[src/include/cache_macros.svh]
`ifndef CACHE_MACROS_SVH
`define CACHE_MACROS_SVH

// Data path width, one MIPS word
`define CACHE_DATA_W 32

// Word address split into tag, index and word offset
`define CACHE_TAG_W 10
`define CACHE_INDEX_W 9 // 512 lines
`define CACHE_OFFSET_W 2 // Word within a line

// Full word address, 21 bits
`define CACHE_ADDR_W (`CACHE_TAG_W + `CACHE_INDEX_W + `CACHE_OFFSET_W)

// Line geometry
`define CACHE_WORDS (1 << `CACHE_OFFSET_W) // Four words per line

`endif

[src/cache_pkg.sv]
`default_nettype none
`include "cache_macros.svh"

package cache_pkg;

	// Processor request into either cache
	// I-side ignores read_write_n and wdata
	typedef struct packed {
		logic valid;
		logic read_write_n; // 1 read, 0 write
		logic [`CACHE_ADDR_W-1:0] addr; // Word address {tag, index, offset}
		logic [`CACHE_DATA_W-1:0] wdata;
	} cache_req_t;

	// Result back to the processor
	typedef struct packed {
		logic ready; // Level, request taken when valid && ready
		logic valid; // One-cycle pulse per request
		logic [`CACHE_DATA_W-1:0] rdata;
	} cache_rsp_t;

	// Line transfer request toward memory
	typedef struct packed {
		logic valid; // Held for the whole transfer
		logic read_write_n;
		logic [`CACHE_ADDR_W-1:0] addr; // Line start, offset bits zero
		logic [`CACHE_DATA_W-1:0] wdata; // Current write-out word
	} mem_req_t;

	// Memory response, one word per beat
	typedef struct packed {
		logic valid; // Read beat
		logic data_read; // Write word taken
		logic last; // Fourth beat of either kind
		logic [`CACHE_DATA_W-1:0] rdata;
	} mem_rsp_t;

	// Tag store word
	typedef struct packed {
		logic [`CACHE_TAG_W-1:0] tag;
		logic valid;
		logic dirty;
	} line_state_t;

endpackage

`default_nettype wire

[src/mem_arbiter.sv]
`timescale 1ns/100ps
`default_nettype none

// Two caches onto one memory port, one whole transfer per grant
module mem_arbiter (
	input wire i_Clk,
	input wire i_Reset_n,
	input wire cache_pkg::mem_req_t i_D_Mem_Req,
	input wire cache_pkg::mem_req_t i_I_Mem_Req,
	output cache_pkg::mem_rsp_t o_D_Mem_Rsp,
	output cache_pkg::mem_rsp_t o_I_Mem_Rsp,
	output cache_pkg::mem_req_t o_Mem_Req,
	input wire cache_pkg::mem_rsp_t i_Mem_Rsp
);

	typedef enum logic [1:0] {
		GNT_NONE,
		GNT_D,
		GNT_I
	} grant_t;

	grant_t grant;

	always_ff @(posedge i_Clk or negedge i_Reset_n) begin
		if (!i_Reset_n) begin
			grant <= GNT_NONE;
		end else begin
			case (grant)
				GNT_NONE: begin
					if (i_D_Mem_Req.valid) // Data side has priority
						grant <= GNT_D;
					else if (i_I_Mem_Req.valid)
						grant <= GNT_I;
				end
				GNT_D: begin
					// Write-back plus fill keep valid high, one transfer
					if (!i_D_Mem_Req.valid)
						grant <= GNT_NONE;
				end
				GNT_I: begin
					if (!i_I_Mem_Req.valid)
						grant <= GNT_NONE;
				end
				default: grant <= GNT_NONE;
			endcase
		end
	end

	// Request mux and response steering
	always_comb begin
		o_Mem_Req = '0; // Idle port when nothing is granted
		o_D_Mem_Rsp = '0;
		o_I_Mem_Rsp = '0;
		case (grant)
			GNT_D: begin
				o_Mem_Req = i_D_Mem_Req;
				o_D_Mem_Rsp = i_Mem_Rsp;
			end
			GNT_I: begin
				o_Mem_Req = i_I_Mem_Req;
				o_I_Mem_Rsp = i_Mem_Rsp;
			end
			default: begin
			end
		endcase
	end

endmodule

`default_nettype wire

[config.mk]
export PLATFORM = sky130hd
export DESIGN_NAME = mem_arbiter
export DESIGN_NICKNAME = d
export VERILOG_FILES = /design/src/cache_pkg.sv /design/src/mem_arbiter.sv
export VERILOG_INCLUDE_DIRS = /design/src /design/src/include
export SDC_FILE = /design/constraint.sdc
export NUM_CORES = 1
export LEC_CHECK = 0
export ABC_AREA = 1
export BUFFER_PORTS_ARGS = -buffer_cell sky130_fd_sc_hd__buf_2
export CAP_MARGIN = 20
export CORE_AREA = 4 4 103 105
export DETAILED_ROUTE_END_ITERATION = 8
export DIE_AREA = 0 0 107 109
export PLACE_DENSITY = 0.52
export SLEW_MARGIN = 20
export SYNTH_ARGS = -nofsm -noshare
export SYNTH_HDL_FRONTEND = slang
export SYNTH_SLANG_ARGS = --single-unit
export TNS_END_PERCENT = 50
[constraint.sdc]
create_clock -name i_Clk -period 3 [get_ports i_Clk]
set_input_delay 0.3 -clock i_Clk [delete_from_list [all_inputs] [get_ports i_Clk]]
set_output_delay 0.3 -clock i_Clk [all_outputs]
set_load 0.005 [all_outputs]
==> metrics.yaml <==
layout:
  area_growth_pct: 90.3
  multi_input_area_sq_mm: 0.00104
  nets: 758
  layout_common_cells: "buf_2, nand2_1, inv_1"
  num-fill-cells: 1142
  top_regs: "grant (2)"
  largest_reg_flops: 2
  regArea_sq_um: 50.0
  drive_gt1_frac: 0.467
  diodes: 0
  final_cell_area_sq_mm: 0.00298
  final_common_cell: "buf_2"
  top_register: "grant"
sta:
  setup_tns_ns: 0
  setup_violations: 0
  rsz0062_at_grt: "false"
  period_share: 0.794
  finalClockSkew_ns: 0.00148
  report.final.slew_viol_count: 0
  relSlewSlack: 0.591
  clock.fmax_ghz: 0.420
  hold_viol: 0
  finalCriticalPeriod_ns: 2.38
  worstMarginPinSlew_ns: 0.612
clock_tree:
  cts_htree_levels: 1
  clkSinkCount: 2
  cts_tree: "built"
  clockRootBuffer: "clkbuf_8"
  cts_buffers: 3
  clockBufferDepth: 2
  clk_pin_slew_ns: 0.03
  cts_resized: 0
  postCtsHoldBufs: 1
  postCtsSetupBuffers: 0
  clk_latency_ns: 0.21
worst_setup_path:
  cp_cell_sequence: "inv_1 > ha_2 > buf_4 > nand2_1 > a21oi_1 > buf_2"
  cpMaxStageDelayCell: "ha_2"
  crit_required_ns: 2.70
  end_kind: "output pin"
  startpoint_type: "flop"
  cp_top_family: "buffers and inverters"
  path_depth: 6
  cp_data_arrival_time_ns: 2.08
  slowest_delay_ns: 0.55
  reg2reg_depth: 8
  critical_path_class: "reg2out"
  crit_buf_inv: 3
  critPathMaxFanout: 31
yosys:
  synth_seq_cells: 2
  synthDistinctLibCells: 11
  ys_warn_count: 0
  synthCells: 351
  seq_area_frac_synth: 0.0320
  syn_area_per_cell_sq_um: 4.46
  synth_nets: 501
  syn_area_sq_mm: 0.00157
flow_run:
  cap_violations: 0
global_routing:
  grt_pass1_wl_mm: 13.1
  grt_pass1_vias: 2729
  antenna_found_initial: 0
  grt_util_all_layers: 0.137
  grt_start_max_net_pins: 36
  gr-total-overflow: 0
drt:
  post-route-drc-count: 0
  drtPass1Iterations: 5
  ant_nets: 0
  wirelength_mm: 9.05
  wire_per_inst_um: 12.2
  via_count: 2962
  via_per_inst: 4.01
  drtIter0Drc: 179
hold_path:
  min_path_cells: 3
  hold_path.class: "in2reg"
die:
  row_count: 36
  die_area_sq_mm: 0.0117
  core_region_area_sq_mm: 0.00964
  top_level_ports: 272
  initial_utilization: 0.162
  die_w_um: 107
  die_h_um: 109
status:
  status: "complete, no violations"
pwr:
  power_leakage_nw: 2.28
  max-vdd-ir-drop_mv: 0.231
  powerDensity_mw_per_mm2: 569
placed_design:
  gp_congestion: 0.803
  numPortBuffers: 271
  place_area_sq_mm: 0.00293
  dp_hpwl_mm: 7.65
final timing paths:
path                            startpoint            end  slack, ns
max                               grant[1]  o_Mem_Req[30]       0.62
min                        i_I_Mem_Req[54]       grant[1]       0.36
max reg2reg                       grant[1]       grant[1]       1.49
min reg2reg                       grant[0]       grant[0]       0.50
max in group asynchronous        i_Reset_n       grant[0]       2.49
min in group asynchronous        i_Reset_n       grant[1]       0.41
through the flow:
step | power [mW] | instances | utilization | setup slack [ns] | hold WS, ns
after floorplan | 1.04 | 351 | - | 1.63 | 0.00441
after global placement | 1.61 | 735 | 0.304 | 0.871 | 0.0873
after detailed placement | 1.62 | 735 | 0.304 | 0.813 | 0.0851
after CTS | 1.74 | 739 | 0.309 | 0.589 | 0.359
after global routing | 1.93 | 739 | 0.309 | 0.380 | 0.390
final | 1.69 | 739 | 0.309 | 0.617 | 0.363
power by group:
group / internal [mW] / leakage (nW) / switching (mW) / total, mW
Sequential: 0.0380 / 0.0259 / 0.00868 / 0.0467
Clock: 0.0849 / 0.0216 / 0.0219 / 0.107
Combinational: 0.575 / 2.24 / 0.965 / 1.54
Total: 0.698 / 2.28 / 0.996 / 1.69
cell type report:
| type | instances | share of cell area |
|---|---|---|
| timing repair buffer | 277 | 0.471 |
| multi-input combinational | 249 | 0.348 |
| inverter | 75 | 0.0945 |
| tap | 133 | 0.0559 |
| sequential | 2 | 0.0168 |
| clock buffer | 3 | 0.0139 |
cell usage after synthesis:
library cell	n	area, sq um
buf_2	9	45.0
nor2_1	3	11.3
ha_1	3	37.5
buf_6	10	113
inv_2	2	7.51
nand3_1	2	10.0
dfrtp_1	2	50.1
a21oi_1	54	270
inv_1	73	274
buf_4	6	45.0
nand2_1	187	702
layer usage:
layer	track usage	share of wire	wire, um	up-vias
met4	0.0329	0.015	135	0
met3	0.0349	0.12	1060	10
met5	0	0	0	-
met1	0.147	0.36	3230	1255
li1	-	-	-	1521
met2	0.267	0.51	4630	176
tightest hold or removal path, delay by kind of cell:
kind / cells / cell delay [ns]
AND/OR/NAND/NOR: 2 / 0.14
buffers and inverters: 1 / 0.10
cell families after synthesis:
family / count (synthesis) / share of synthesized area
adder cells (fa/ha/maj): 3 / 0.0240
AND/OR/NAND/NOR: 192 / 0.462
flip-flops: 2 / 0.0320
buffers and inverters: 100 / 0.309
AO/OA/AOI/OAI: 54 / 0.173
Power figures use the tool's default switching activity.
